[src/rtl/wbuf_settings.svh]
// Build-time sizes of the weight buffer and its quantization side buffers
`ifndef WBUF_SETTINGS_SVH
`define WBUF_SETTINGS_SVH

// Bits in one incoming W row
`define WBUF_DW 128

// Buffer rows, one per PE row
`define WBUF_HEIGHT 4

// Pipeline registers inside each PE
`define WBUF_PIPE_REGS 1

// Quantization group index bits
`define WBUF_GID_W 4

// FP16 only
`define WBUF_ELEM_W 16

`define WBUF_D (`WBUF_DW / `WBUF_ELEM_W)              // Elements per row
`define WBUF_C (`WBUF_D / (`WBUF_PIPE_REGS + 1))      // Columns per row

`endif

[src/rtl/wbuf_pkg.sv]
// Vector types shared by the weight buffer blocks
`include "wbuf_settings.svh"

package wbuf_pkg;

  // Half-precision weight element
  typedef logic [`WBUF_ELEM_W-1:0] elem_t;

  // Quantized weight or zero point
  typedef logic [7:0] qbyte_t;

  // Cache key, stride bit on top of the group index
  typedef logic [`WBUF_GID_W:0] gid_tag_t;

  // Selects one of the H rows or cache slots
  typedef logic [$clog2(`WBUF_HEIGHT)-1:0] slot_t;

  // Programmed width or height, must reach D inclusive
  typedef logic [$clog2(`WBUF_D):0] dcnt_t;

endpackage

[src/rtl/wbuf_ctrl_if.sv]
// Control strobes and programming values from the top level to the buffer core
`timescale 1ns/1ps

interface wbuf_ctrl_if;
  import wbuf_pkg::*;

  logic  load;        // Write one row
  logic  shift;       // Read one element per row
  logic  dequant;     // Load carries a quantization group
  dcnt_t width;       // Valid elements per row
  dcnt_t height;      // Valid rows
  logic  stride_cnt;  // Upper bit of the cache key

  modport drv (
    output load,
    output shift,
    output dequant,
    output width,
    output height,
    output stride_cnt
  );

  modport core (
    input load,
    input shift,
    input dequant,
    input width,
    input height,
    input stride_cnt
  );

endinterface

[src/rtl/wbuf_scm.sv]
// Register array storage with whole-row writes and a registered element read per row
`timescale 1ns/1ps

module wbuf_scm #(
  parameter  int unsigned WORD_W    = 16,
  parameter  int unsigned ROWS      = 4,
  parameter  int unsigned COLS      = 4,
  parameter  int unsigned ELMS      = 2,
  localparam int unsigned ROW_WORDS = COLS * ELMS,
  localparam int unsigned EL_AW     = (ELMS > 1) ? $clog2(ELMS) : 1,
  localparam int unsigned COL_AW    = (COLS > 1) ? $clog2(COLS) : 1
) (
  input  logic                               clk_i,
  input  logic                               rst_ni,
  input  logic                               clear_i,
  input  logic                               write_en_i,
  input  wbuf_pkg::slot_t                    write_addr_i,
  input  logic [ROW_WORDS-1:0][WORD_W-1:0]   wdata_i,
  input  logic                               read_en_i,
  input  logic [EL_AW-1:0]                   elms_read_addr_i,
  input  logic [COL_AW-1:0]                  cols_read_offs_i,
  output logic [ROWS-1:0][WORD_W-1:0]        rdata_o
);

  localparam int unsigned WA = (ROW_WORDS > 1) ? $clog2(ROW_WORDS) : 1;

  logic [ROWS-1:0][ROW_WORDS-1:0][WORD_W-1:0] mem_q;
  logic [ROWS-1:0][WORD_W-1:0]                rdata_q;
  logic [WA-1:0]                              rd_word;

  // Word inside a row, elements of one column sit next to each other
  assign rd_word = WA'(cols_read_offs_i * ELMS + elms_read_addr_i);

  always_ff @(posedge clk_i) begin : row_write
    if (write_en_i) begin
      mem_q[write_addr_i] <= wdata_i;
    end
  end

  // All rows read the same word index in one shot
  always_ff @(posedge clk_i or negedge rst_ni) begin : element_read
    if (!rst_ni) begin
      rdata_q <= '0;
    end else if (clear_i) begin
      rdata_q <= '0;
    end else if (read_en_i) begin
      for (int r = 0; r < ROWS; r++) begin
        rdata_q[r] <= mem_q[r][rd_word];
      end
    end
  end

  assign rdata_o = rdata_q;

  // The row counter in the core must never point past the array
  a_write_addr_in_range: assert property (
    @(posedge clk_i) disable iff (!rst_ni)
    write_en_i |-> (write_addr_i < ROWS)
  );

endmodule

[src/rtl/wbuf_gid_cache.sv]
// Tag cache of resident quantization groups with usage-based slot reuse
`timescale 1ns/1ps
`include "wbuf_settings.svh"

module wbuf_gid_cache (
  input  logic               clk_i,
  input  logic               rst_ni,
  input  logic               clear_i,
  input  logic               lookup_i,   // Dequant load
  input  wbuf_pkg::gid_tag_t tag_i,
  input  logic               consume_i,  // One column consumed
  output logic               hit_o,
  output wbuf_pkg::slot_t    slot_o
);
  import wbuf_pkg::*;

  localparam int unsigned H  = `WBUF_HEIGHT;
  localparam int unsigned C  = `WBUF_C;
  localparam int unsigned UW = $clog2(C + 1);

  gid_tag_t [H-1:0]          tag_q;
  logic     [H-1:0]          valid_q;
  logic     [H-1:0][UW-1:0]  use_q;   // Columns still to be consumed per slot

  logic  hit;
  slot_t hit_slot;
  slot_t evict_slot;

  // Lowest valid slot holding the key
  always_comb begin : hit_detect
    hit      = 1'b0;
    hit_slot = '0;
    for (int h = H - 1; h >= 0; h--) begin
      if (valid_q[h] && tag_q[h] == tag_i) begin
        hit      = 1'b1;
        hit_slot = slot_t'(h);
      end
    end
  end

  // Invalid slots win over idle ones and slot 0 is the fallback
  always_comb begin : evict_select
    evict_slot = '0;
    for (int h = H - 1; h >= 0; h--) begin
      if (use_q[h] == '0) begin
        evict_slot = slot_t'(h);
      end
    end
    for (int h = H - 1; h >= 0; h--) begin
      if (!valid_q[h]) begin
        evict_slot = slot_t'(h);
      end
    end
  end

  assign hit_o  = lookup_i && hit;
  assign slot_o = hit ? hit_slot : evict_slot;

  always_ff @(posedge clk_i or negedge rst_ni) begin : slot_update
    if (!rst_ni) begin
      tag_q   <= '0;
      valid_q <= '0;
      use_q   <= '0;
    end else if (clear_i) begin
      tag_q   <= '0;
      valid_q <= '0;
      use_q   <= '0;
    end else begin
      for (int h = 0; h < H; h++) begin
        if (lookup_i && slot_o == slot_t'(h)) begin
          use_q[h] <= UW'(C);  // Group needed for a whole row again
          if (!hit) begin
            tag_q[h]   <= tag_i;
            valid_q[h] <= 1'b1;
          end
        end else if (consume_i && use_q[h] != '0) begin
          use_q[h] <= use_q[h] - 1'b1;
        end
      end
    end
  end

  // The slot picked by a lookup holds the key afterwards
  a_lookup_slot_holds_tag: assert property (
    @(posedge clk_i) disable iff (!rst_ni)
    (lookup_i && !clear_i) |=>
      (valid_q[$past(slot_o)] && tag_q[$past(slot_o)] == $past(tag_i))
  );

endmodule

[src/rtl/wbuf_core.sv]
// Weight buffer core with zero padding, load and read counters, storage and group cache
`timescale 1ns/1ps
`include "wbuf_settings.svh"

module wbuf_core (
  input  logic                                 clk_i,
  input  logic                                 rst_ni,
  input  logic                                 clear_i,
  wbuf_ctrl_if.core                            ctrl,
  input  wbuf_pkg::elem_t  [`WBUF_D-1:0]       w_row_i,
  input  wbuf_pkg::qbyte_t [`WBUF_D-1:0]       qw_row_i,
  input  wbuf_pkg::qbyte_t [`WBUF_D-1:0]       zeros_row_i,
  input  logic [`WBUF_GID_W-1:0]               next_gidx_i,
  output wbuf_pkg::elem_t  [`WBUF_HEIGHT-1:0]  w_buffer_o,
  output wbuf_pkg::qbyte_t [`WBUF_HEIGHT-1:0]  qw_o,
  output wbuf_pkg::qbyte_t [`WBUF_HEIGHT-1:0]  zeros_o,
  output logic                                 gid_hit_o,
  output wbuf_pkg::slot_t                      gid_slot_o
);
  import wbuf_pkg::*;

  localparam int unsigned H      = `WBUF_HEIGHT;
  localparam int unsigned D      = `WBUF_D;
  localparam int unsigned C      = `WBUF_C;
  localparam int unsigned ELMS   = `WBUF_PIPE_REGS + 1;
  localparam int unsigned EL_AW  = (ELMS > 1) ? $clog2(ELMS) : 1;
  localparam int unsigned COL_AW = (C > 1) ? $clog2(C) : 1;

  slot_t             w_row_q;   // Next row to be written
  logic              row_on;
  elem_t  [D-1:0]    w_pad;
  qbyte_t [D-1:0]    qw_pad;
  qbyte_t [D-1:0]    zeros_pad;
  logic [EL_AW-1:0]  el_q;
  logic [COL_AW-1:0] col_q;
  logic              el_wrap;
  gid_tag_t          tag;

  assign row_on = dcnt_t'(w_row_q) < ctrl.height;

  // Rows past height and elements past width load as zero
  for (genvar d = 0; d < D; d++) begin : gen_pad
    logic keep;
    assign keep         = row_on && (dcnt_t'(d) < ctrl.width);
    assign w_pad[d]     = keep ? w_row_i[d] : '0;
    assign qw_pad[d]    = keep ? qw_row_i[d] : '0;
    assign zeros_pad[d] = keep ? zeros_row_i[d] : '0;
  end

  always_ff @(posedge clk_i or negedge rst_ni) begin : row_load_counter
    if (!rst_ni) begin
      w_row_q <= '0;
    end else if (clear_i) begin
      w_row_q <= '0;
    end else if (ctrl.load) begin
      w_row_q <= (w_row_q == slot_t'(H - 1)) ? '0 : w_row_q + 1'b1;
    end
  end

  assign el_wrap = (el_q == EL_AW'(ELMS - 1));

  // Element inside a column, then column inside the row
  always_ff @(posedge clk_i or negedge rst_ni) begin : read_counters
    if (!rst_ni) begin
      el_q  <= '0;
      col_q <= '0;
    end else if (clear_i) begin
      el_q  <= '0;
      col_q <= '0;
    end else if (ctrl.shift) begin
      if (el_wrap) begin
        el_q  <= '0;
        col_q <= (col_q == COL_AW'(C - 1)) ? '0 : col_q + 1'b1;
      end else begin
        el_q <= el_q + 1'b1;
      end
    end
  end

  wbuf_scm #(.WORD_W(`WBUF_ELEM_W), .ROWS(H), .COLS(C), .ELMS(ELMS)) i_w_scm (
    .clk_i, .rst_ni, .clear_i,
    .write_en_i       (ctrl.load),
    .write_addr_i     (w_row_q),
    .wdata_i          (w_pad),
    .read_en_i        (ctrl.shift),
    .elms_read_addr_i (el_q),
    .cols_read_offs_i (col_q),
    .rdata_o          (w_buffer_o)
  );

  wbuf_scm #(.WORD_W(8), .ROWS(H), .COLS(C), .ELMS(ELMS)) i_qw_scm (
    .clk_i, .rst_ni, .clear_i,
    .write_en_i       (ctrl.load),
    .write_addr_i     (w_row_q),
    .wdata_i          (qw_pad),
    .read_en_i        (ctrl.shift),
    .elms_read_addr_i (el_q),
    .cols_read_offs_i (col_q),
    .rdata_o          (qw_o)
  );

  wbuf_scm #(.WORD_W(8), .ROWS(H), .COLS(C), .ELMS(ELMS)) i_zeros_scm (
    .clk_i, .rst_ni, .clear_i,
    .write_en_i       (ctrl.load),
    .write_addr_i     (w_row_q),
    .wdata_i          (zeros_pad),
    .read_en_i        (ctrl.shift),
    .elms_read_addr_i (el_q),
    .cols_read_offs_i (col_q),
    .rdata_o          (zeros_o)
  );

  assign tag = {ctrl.stride_cnt, next_gidx_i};

  wbuf_gid_cache i_gid_cache (
    .clk_i, .rst_ni, .clear_i,
    .lookup_i  (ctrl.load && ctrl.dequant),
    .tag_i     (tag),
    .consume_i (ctrl.shift && el_wrap && ctrl.dequant),
    .hit_o     (gid_hit_o),
    .slot_o    (gid_slot_o)
  );

  // Programmed width comes from outside and must fit one row
  a_width_fits_row: assert property (
    @(posedge clk_i) disable iff (!rst_ni)
    ctrl.load |-> (ctrl.width <= D)
  );

endmodule

[src/rtl/wbuf_top.sv]
// Weight buffer top level with plain ports around the buffer core
`timescale 1ns/1ps
`include "wbuf_settings.svh"

module wbuf_top (
  input  logic                                          clk_i,
  input  logic                                          rst_ni,
  input  logic                                          clear_i,
  input  logic                                          load_i,
  input  logic                                          shift_i,
  input  logic                                          dequant_i,
  input  wbuf_pkg::dcnt_t                               width_i,
  input  wbuf_pkg::dcnt_t                               height_i,
  input  logic                                          stride_cnt_i,
  input  logic [`WBUF_GID_W-1:0]                        next_gidx_i,
  input  logic [`WBUF_DW-1:0]                           w_row_i,
  input  logic [`WBUF_D*8-1:0]                          qw_row_i,
  input  logic [`WBUF_D*8-1:0]                          zeros_row_i,
  output logic [`WBUF_HEIGHT-1:0][`WBUF_ELEM_W-1:0]     w_buffer_o,
  output logic [`WBUF_HEIGHT-1:0][7:0]                  qw_o,
  output logic [`WBUF_HEIGHT-1:0][7:0]                  zeros_o,
  output logic                                          gid_hit_o,
  output wbuf_pkg::slot_t                               gid_slot_o
);

  wbuf_ctrl_if ctrl ();

  // Strobes and settings go straight into the bundle
  assign ctrl.load       = load_i;
  assign ctrl.shift      = shift_i;
  assign ctrl.dequant    = dequant_i;
  assign ctrl.width      = width_i;
  assign ctrl.height     = height_i;
  assign ctrl.stride_cnt = stride_cnt_i;

  wbuf_core i_core (
    .clk_i       (clk_i),
    .rst_ni      (rst_ni),
    .clear_i     (clear_i),
    .ctrl        (ctrl),
    .w_row_i     (w_row_i),
    .qw_row_i    (qw_row_i),
    .zeros_row_i (zeros_row_i),
    .next_gidx_i (next_gidx_i),
    .w_buffer_o  (w_buffer_o),
    .qw_o        (qw_o),
    .zeros_o     (zeros_o),
    .gid_hit_o   (gid_hit_o),
    .gid_slot_o  (gid_slot_o)
  );

endmodule

[config.mk]
export PLATFORM = sky130hd
export DESIGN_NAME = wbuf_top
export DESIGN_NICKNAME = d
export VERILOG_FILES = /design/src/rtl/wbuf_pkg.sv /design/src/rtl/wbuf_ctrl_if.sv /design/src/rtl/wbuf_scm.sv /design/src/rtl/wbuf_gid_cache.sv /design/src/rtl/wbuf_core.sv /design/src/rtl/wbuf_top.sv
export VERILOG_INCLUDE_DIRS = /design/src /design/src/rtl
export SDC_FILE = /design/constraint.sdc
export NUM_CORES = 1
export LEC_CHECK = 0
export ABC_AREA = 0
export BUFFER_PORTS_ARGS = -buffer_cell sky130_fd_sc_hd__buf_2
export CAP_MARGIN = 30
export CORE_UTILIZATION = 35
export CTS_BUF_LIST = sky130_fd_sc_hd__clkbuf_16
export CTS_CLUSTER_SIZE = 12
export DETAILED_ROUTE_END_ITERATION = 6
export PLACE_DENSITY = 0.56
export SLEW_MARGIN = 20
export SYNTH_ARGS = -nofsm -noshare
export SYNTH_HDL_FRONTEND = slang
export SYNTH_SLANG_ARGS = --single-unit
[constraint.sdc]
create_clock -name clk_i -period 9.31 [get_ports clk_i]
set_clock_uncertainty 0.2 [all_clocks]
set_input_delay 1.862 -clock clk_i [delete_from_list [all_inputs] [get_ports clk_i]]
set_output_delay 1.862 -clock clk_i [all_outputs]
set_load 0.02 [all_outputs]
After elaboration in Yosys (flattened, before gate mapping)
Cells that the tools add are included.

Add/sub/neg operators: 8. $lt $le $gt $ge: 12. Eq/ne operators: 10. Mux-type cells: 109. Reduce and logical (&&, ||, !) cells: 50.

Operator list (number): $bwmux W256 (2); $bwmux W512 (1); $demux W128 S2 (1); $bmux W16 S3 (4); $bmux W8 S3 (8); $mux W16 (12); $mux W64 (3); $mux W8 (24); $demux W64 S2 (1); $mux W128 (1); $mux W32 (4); $mux W2 (20); $logic_and A1 B1 Y1 (25); $mux W5 (5); $mux W3 (8); $reduce_bool A3 Y1 (8); $eq A5 B5 Y1 (4); $mux W20 (1); $lt A3 B4 Y1 const A (4); $reduce_bool A2 Y1 (7); $logic_not A3 Y1 (4); $mux W1 (12); $mux W12 (1); $sub A3 B1 Y3 const B (4); other kinds (15) (25).

Bits in registers: 1193. Input port bits: 275. Output and inout port bits: 131.

Logic depth before layout (Yosys ltp)
Gate-level depths: netlist of the first run.

Word-level depth: 14. Gate-level depth with buffers: 9.

Cells and area by module
From an unflattened synthesis of the first run, not the netlist that was laid out.

Cells, all modules: 2787. Area total of the unflattened synthesis: 49032.0 µm².

Modules (own cells, without submodules): wbuf_scm at i_core.i_qw_scm ... (instances 2, cells each 553, area an instance 11320.9 µm², sequential area each 8488.1 µm²); wbuf_scm at i_core.i_w_scm (instances 1, cells each 1096, area an instance 22022.4 µm², sequential area each 16976.3 µm²); wbuf_core (instances 1, cells each 345, area an instance 2198.4 µm², sequential area each 125.1 µm²); wbuf_gid_cache (instances 1, cells each 240, area an instance 2169.6 µm², sequential area each 900.9 µm²).

Worst setup path before layout of the first run
Ideal clock, no wire load.

Path type: input to register. Start: in load_i. End: reg i_core.i_qw_scm.mem_q[128] (netlist bit) (enable). Library setup time: 0.649 ns. Arrival: 7.946 ns. Required time: 8.461 ns. Path slack: 0.514 ns. Cell stages on the path: 2. Buffers on the path: 1. Path through: clkbuf_1 and2_1.

RTL lines: start, declared (RTL line wbuf_top.sv:9) `input logic load_i,`; end signal, assigned by index (RTL line wbuf_scm.sv:36) `mem_q[write_addr_i] <= wdata_i;`; end, declared (RTL line wbuf_scm.sv:27) `logic [ROWS-1:0][ROW_WORDS-1:0][WORD_W-1:0] mem_q;`.

No word-level cell between the ends.

Final worst setup path of the first run
Start: in next_gidx_i[3]. End: out gid_slot_o[0].

Longest elaborated chain between the ends: 7. Elaborated cells between the ends (all ways): 17.

RTL lines: start, declared (RTL line wbuf_top.sv:15) `` input logic [`WBUF_GID_W-1:0] next_gidx_i, ``; $eq A5 B5 Y1 (RTL line wbuf_gid_cache.sv:34) `if (valid_q[h] && tag_q[h] == tag_i) begin`; $logic_and A1 B1 Y1 (RTL line wbuf_gid_cache.sv:34); $mux W2 / $mux W1 (equally long branches) (4 in a row) (RTL line wbuf_gid_cache.sv:34); $mux W2 * (RTL line wbuf_gid_cache.sv:57) `assign slot_o = hit ? hit_slot : evict_slot;`; end, declared (RTL line wbuf_top.sv:23) `output wbuf_pkg::slot_t gid_slot_o`.

Mark *: on every way between the ends. The rest lies on a longest branch, timed or not.

==> reports/results.ini, run 1 <==
[global_routing]
antenna_found_initial = 53
grt_usage_pct = 19.8
grt_max_degree = 138
grt_pass1_wl_mm = 194
grt.overflow.total = 0
grt_pass1_vias = 26766

[placement]
preCtsSetupSlack_ns = 3.57
placed_cell_area_sq_um = 51600
dp_hpwl_mm = 88.3
gp_congestion = 0.937
portBuffers = 405

[cts]
clkLatencyLatePin_ns = 0.75
clk_pin_slew_ns = 0.06
cts_buffer_depth = 3
cts_tree = done
cts.sinks = 1193
cts_htree_levels = 4
hold_buffers = 0
cts_resized = 0
numCtsBuffers = 133
cts.root.buffer_cell = clkbuf_16
post_cts_buffers = 0

[timing]
slew_headroom_pct = 25.0
drv_slew = 0
fin_setup_tns_ns = 0
layout_setup_ws_ns = 3.55
setup_viol_count_final = 0
post-route-period-util_pct = 61.9
rsz0062_at_grt = false
period_needed_ns = 5.76
tightest_slew_ns = 1.12
hold_violations = 0
clock.fmax_mhz = 174

[finish]
ff_latch_area_sq_um = 35000
multi_input_area_sq_um = 11800
finalInstanceArea_sq_um = 55900
n_fill_cell = 11772
final_nets = 3209
finish.utilization_pct = 41.7
area_growth_pct = 17.8
layout-drive-gt1-share_pct = 30.4

[power_and_ir_drop]
vdd_drop_max_v = 0.000196
p_leak_nw = 19.2
powerDensity_nw_per_um2 = 223

[drt]
vias_per_cell = 5.23
drt_iter0_drc = 2075
antenna_left = 0
drtPass1Iterations = 5
num_vias = 25123
drcViolationCount = 0
finalWirelength_mm = 135
route.detailed.wl_per_inst_um = 28.0

[min_path]
holdPathStages = 2
hp-class = reg -> reg
min-delay-start = i_core.i_qw_scm.rdata_o[1]$_DFFE_PN0P_
hold-path-endpoint = i_core.i_qw_scm.rdata_o[1]$_DFFE_PN0P_

[critical_path]
timing.rr.end = i_core.i_zeros_scm.mem_q[83]$_DFFE_PP_
cp-end-kind = output port
path_delay_family = simple AND/OR/NAND/NOR gates
cp.required_ns = 7.25
crit_arrival_ns = 3.70
crit_type = in -> out
reg2reg_from = i_core.w_row_q[1]$_DFFE_PN0P_
slowest_delay_ns = 0.46
startpoint_type = input pin
worstPathCellList = buf_2 > xor2_1 > nor4_2 > nand3_1 > a31oi_4 > inv_2 > buf_2
critPathMostFrequentCell = buf_2
rrSetupSlack_ns = 5.65
critPathMaxFanout = 14
cp_slowest_cell = a31oi_4
cp.buffers_inverters = 3
rr_worst_depth = 7

[flow_run]
maxCapViolations = 0

[synthesis]
synth-seq-cells = 1193
synth.cell_area_sq_um = 47400
yosysWarnings = 0
ys_top_cells_by_count = 1024 x edfxtp_1, 256 x mux4_2, 169 x dfrtp_1, 166 x and2_1, 145 x nor2_1
muxShareOfSynthArea_pct = 14.9
synth_top_family_by_area = multiplexers
synth_area_leaders = edfxtp_1 65%, mux4_2 12%, dfrtp_1 8.9%
synth.most_common_cell = edfxtp_1
async_reset_ff_share_pct = 14.2
synth_edf_count = 1024
synth_area_leader_cell = edfxtp_1
syn_nets = 2784
seq_area_frac_synth_pct = 73.8
synth_compound_area_share_pct = 3.26
yosys.area_share.simple_pct = 5.56
ys.flop_type = edfxtp_1
avgSynthCellArea_sq_um = 19.0
synth_cells = 2495
synth_top_area_share_pct = 64.9
synth_xor_area_share_pct = 0.554
yosysUniqueCellTypes = 54
synthAdderAreaFrac_pct = 0.370

[floorplanning]
core_sq_um = 134000
die_height_um = 370
rows = 134
die_w_um = 370
initial_utilization_pct = 35.4
die-area_sq_um = 137000
io_pins = 406

[status]
status = finished, final reports clean

-- power by group --
group          total [mW]  switching (mW)  internal [mW]
Sequential           6.25          0.0984           6.15
Combinational        1.18           0.741          0.440
Clock                5.05            2.12           2.93
-- stage by stage --
step           hold slack [ns]  total power [mW]  std cells
2_1_floorplan            0.298              7.08       2495
3_3_place_gp             0.333              7.52       4545
3_5_place_dp             0.341              7.56       4551
4_1_cts                  0.352              12.6       4793
5_1_grt                  0.368              12.9       4796
6_report                 0.348              12.5       4805
-- kinds of logic (layout without fill, tap and decap cells) --
logic type	count (synthesis)	after routing
mux	385	385
simple gates	486	486
xor+xnor	30	30
flops	1193	1193
buf+inv	190	722
other cells	0	10
compound gates	197	197
fa+ha+maj	14	14
-- layout make-up --
type / count / share of cell area (%)
Antenna cell: 10 / 0.0448
Clock buffer: 136 / 6.09
Clock inverter: 106 / 1.40
Inverter: 28 / 0.188
Multi-Input combinational cell: 1112 / 21.1
Sequential cell: 1193 / 62.6
Tap cell: 1768 / 3.96
Timing Repair Buffer: 452 / 4.63
-- layer usage --
layer  global-route usage (%)  share of wire [%]  vias to the layer above
met5                        0               0.22                        -
met4                     5.20                2.3                       44
met3                     5.80                8.0                      257
met2                     33.2                 50                      851
met1                     25.0                 40                    13161
li1                         -                  -                    10810
-- worst max-delay path by stage --
stage,slack (ns),endpoint,cells past startpoint,start
final,3.55,gid_slot_o[0],7,next_gidx_i[3]
after global routing,3.41,gid_slot_o[0],7,next_gidx_i[3]
after CTS,3.57,gid_slot_o[0],7,next_gidx_i[3]
after detailed placement,3.57,gid_slot_o[0],7,next_gidx_i[3]
after global placement,3.67,gid_slot_o[0],7,next_gidx_i[3]
after floorplan,0.51,i_core.i_qw_scm.mem_q[128]$_DFFE_PP_,2,load_i
-- layout by cell type, fill, tap and decap left out, types with 4 or more instances in the layout --
cell,instances
a31o_2,5
clkinvlp_4,4
o311ai_0,11
o2111ai_1,10
o211ai_1,5
nor3_1,8
nor2_1,143
clkinv_2,15
nor2b_1,72
ha_1,14
xnor2_1,22
clkbuf_16,136
inv_6,8
mux4_2,256
clkinv_1,25
mux2i_1,129
a21oi_1,8
and3_1,33
edfxtp_1,1024
buf_4,35
a211oi_1,129
inv_1,67
dfrtp_1,166
and2_1,162
buf_12,6
buf_2,402
buf_16,5
diode_2,10
nand4_1,5
xor2_1,8
nand2_1,31
o311ai_1,4
bufinv_16,10
and2_4,4
nor4_1,5
nand3_1,4
o21a_1,5
-- sequential cells by signal (all words and copies together), names as in the netlist --
name / flops
i_core.w_row_q: 2
i_core.el_q: 1
i_core.i_gid_cache.use_q: 12
i_core.i_gid_cache.tag_q: 20
i_core.i_gid_cache.valid_q: 4
i_core.i_w_scm.rdata_o: 64
i_core.i_zeros_scm.mem_q: 256
i_core.col_q: 2
i_core.i_zeros_scm.rdata_o: 32
i_core.i_w_scm.mem_q: 512
i_core.i_qw_scm.mem_q: 256
i_core.i_qw_scm.rdata_o: 32
-- worst register-to-register path, delay by kind of cell (launching register included) --
family          cells  cell delay [ns]
fa+ha+maj           1             0.32
buf+inv             2             0.99
compound gates      2             0.71
simple gates        2             0.68
flops               1             0.45
No activity file was read; power rests on OpenSTA's default activity.
==> inputs of run 2 (changes only) <==
PLACE_DENSITY = 0.57   (was 0.56)
clock period = 4.7 ns   (was 9.31 ns; I/O delays follow)
==> run 2 against run 1 <==
Count of clock-buffer cells in the layout stayed put; final cell count is 0.27% higher; sequential share of layout area is 0.28 points lower; worst setup slack worse by 3.1 ns; register-to-register slack worse by 4.3 ns; global-route usage hardly changed; wire length hardly changed.
==> reports/results.ini, run 2 (synthesis results as in run 1) <==
[status]
status = finished, final reports clean  ; unchanged

[finish]
top_register = i_core.i_w_scm.mem_q  ; unchanged
final_cell_mix = 1024 x edfxtp_1, 402 x buf_2, 256 x mux4_2, 166 x dfrtp_1, 162 x and2_1  ; unchanged
finalInstanceArea_sq_um = 56100  ; was 55900 sq um
finish.utilization_pct = 41.9  ; was 41.7%
layout.cells.most_common = edfxtp_1  ; unchanged
layout-drive-gt1-share_pct = 30.6  ; was 30.4%
largest_register_ffs = 512  ; unchanged
area_growth_pct = 18.4  ; was 17.8%
top_regs = i_core.i_w_scm.mem_q: 512 flops, i_core.i_qw_scm.mem_q: 256 flops, i_core.i_zeros_scm.mem_q: 256 flops  ; unchanged
final_nets = 3226  ; was 3209

[power_and_ir_drop]
total_power_mw = 24.7  ; was 12.5 mW
vdd_drop_max_v = 0.000339  ; was 0.000196 V
p_leak_nw = 19.3  ; was 19.2 nW
powerDensity_nw_per_um2 = 440  ; was 223 nW/um^2

[placement]
portBuffers = 405  ; unchanged
placed_cell_area_sq_um = 51900  ; was 51600 sq um
dp_hpwl_mm = 89.8  ; was 88.3 mm
gp_congestion = 0.847  ; was 0.937

[critical_path]
crit_arrival_ns = 3.14  ; was 3.70 ns
cp.required_ns = 3.56  ; was 7.25 ns
crit_type = reg -> out  ; was in -> out
startpoint_type = register  ; was input pin
critPathMaxFanout = 14  ; unchanged
cp-end-kind = output port  ; unchanged

[floorplanning]
initial_utilization_pct = 35.4  ; unchanged
die-area_sq_um = 137000  ; unchanged
die_w_um = 370  ; unchanged
core_sq_um = 134000  ; unchanged
io_pins = 406  ; unchanged
rows = 134  ; unchanged
die_height_um = 370  ; unchanged

[timing]
post-route-period-util_pct = 91.0
rsz0062_at_grt = false  ; unchanged
drv_slew = 0  ; unchanged
tightest_slew_ns = 0.934  ; was 1.12 ns
slew_headroom_pct = 37.7  ; was 25.0%
clock.fmax_mhz = 234
setup_viol_count_final = 0  ; unchanged
period_needed_ns = 4.28
hold_violations = 0  ; unchanged

[drt]
drcViolationCount = 0  ; unchanged
vias_per_cell = 5.20  ; was 5.23
finalWirelength_mm = 134  ; was 135 mm
antenna_left = 0  ; unchanged
drt_iter0_drc = 2098  ; was 2075
route.detailed.wl_per_inst_um = 27.9  ; was 28.0 um
num_vias = 25073  ; about the same
drtPass1Iterations = 5  ; unchanged

[cts]
cts_buffer_depth = 3  ; unchanged
cts.sinks = 1193  ; unchanged
post_cts_buffers = 0  ; unchanged
numCtsBuffers = 133  ; unchanged
cts_htree_levels = 4  ; unchanged
clk_pin_slew_ns = 0.06  ; about the same
cts_tree = done  ; unchanged
cts.root.buffer_cell = clkbuf_16  ; unchanged
clkLatencyLatePin_ns = 0.76  ; was 0.75 ns

[global_routing]
antenna_found_initial = 47  ; was 53
grt.overflow.total = 0  ; unchanged
grt_max_degree = 118  ; was 138
grt_pass1_wl_mm = 192  ; was 194 mm
grt_usage_pct = 19.8  ; about the same
grt_pass1_vias = 26093  ; was 26.8k

[flow_run]
maxCapViolations = 0  ; unchanged

[min_path]
hp-class = in -> reg  ; was reg -> reg

run 2: changes by cell type in the layout (fill, tap and decap cells not counted), moves of 5 or more:
| cell | change |
|---|---|
| buf_12 | +20 |
| buf_16 | -5 |
| clkinv_2 | -5 |
| inv_1 | +8 |
| inv_6 | -5 |
run 2: final cells by class:
| cell class | instances | area, sq um |
|---|---|---|
| tap | 1768 | 2210 |
| clock buffer | 136 | 3400 |
| clock inverter | 106 | 764 |
| multi-input combinational | 1112 | 11800 |
| sequential | 1193 | 35000 |
| fill | 11769 | 77800 |
| inverter | 28 | 105 |
| timing repair buffer | 469 | 2860 |
| antenna | 6 | 15.0 |
run 2: where the power goes:
part | leakage [nW] | internal, mW | switching (mW) | total [mW]
logic | 5.38 | 0.890 | 1.48 | 2.37
registers | 11.8 | 12.2 | 0.197 | 12.4
clock network | 2.20 | 5.62 | 4.30 | 9.92
run 2: routing by layer:
layer  vias to the layer above  track usage [%]  part of all wire, %
met5                         -                0                 0.17
met4                        40             5.25                  2.1
met3                       204             6.23                  8.4
met2                       811             32.8                   50
met1                     13182             25.0                   39
li1                      10836                -                    -
run 2: per-stage QoR:
stage          setup TNS, ns  worst slack [ns]  std cells  hold WS (ns)
2_1_floorplan        -306.94            -0.301       2495         0.298
3_5_place_dp               0             0.673       4569         0.326
5_1_grt                    0             0.263       4817         0.291
4_1_cts                    0             0.364       4812         0.246
3_3_place_gp               0             0.685       4568         0.330
6_report                   0             0.425       4818         0.326
run 2: worst max-delay path, stage by stage, from the launching register on:
cell	delay, ns
dfrtp_1	0.38
inv_1	0.08
ha_1	0.14
nor2b_1	0.32
a211oi_1	0.10
o32ai_1	0.55
a31oi_4	0.31
inv_2	0.27
buf_2	0.21
run 2: worst paths after layout:
check                                                         from                                    endpoint  slack [ns]  cells past startpoint
setup / recovery           i_core.i_gid_cache.use_q[3]$_DFFE_PN0P_                               gid_slot_o[0]        0.42                      8
hold / removal                                         w_row_i[82]          i_core.i_w_scm.mem_q[82]$_DFFE_PP_        0.33                      2
setup reg to reg                     i_core.w_row_q[1]$_DFFE_PN0P_         i_core.i_w_scm.mem_q[295]$_DFFE_PP_        1.38                      6
hold reg to reg            i_core.i_qw_scm.rdata_o[29]$_DFFE_PN0P_     i_core.i_qw_scm.rdata_o[29]$_DFFE_PN0P_        0.34                      2
max in group asynchronous                                   rst_ni      i_core.i_w_scm.rdata_o[46]$_DFFE_PN0P_        2.60                      3
min in group asynchronous                                   rst_ni  i_core.i_zeros_scm.rdata_o[27]$_DFFE_PN0P_        0.56                      2
run 2: repair_timing:
item	4_1_cts	5_1_grt
setup endpoints to repair	0	0
resized for setup	0	0
endpoints found under the hold margin	15	0
hold buffers	1	0
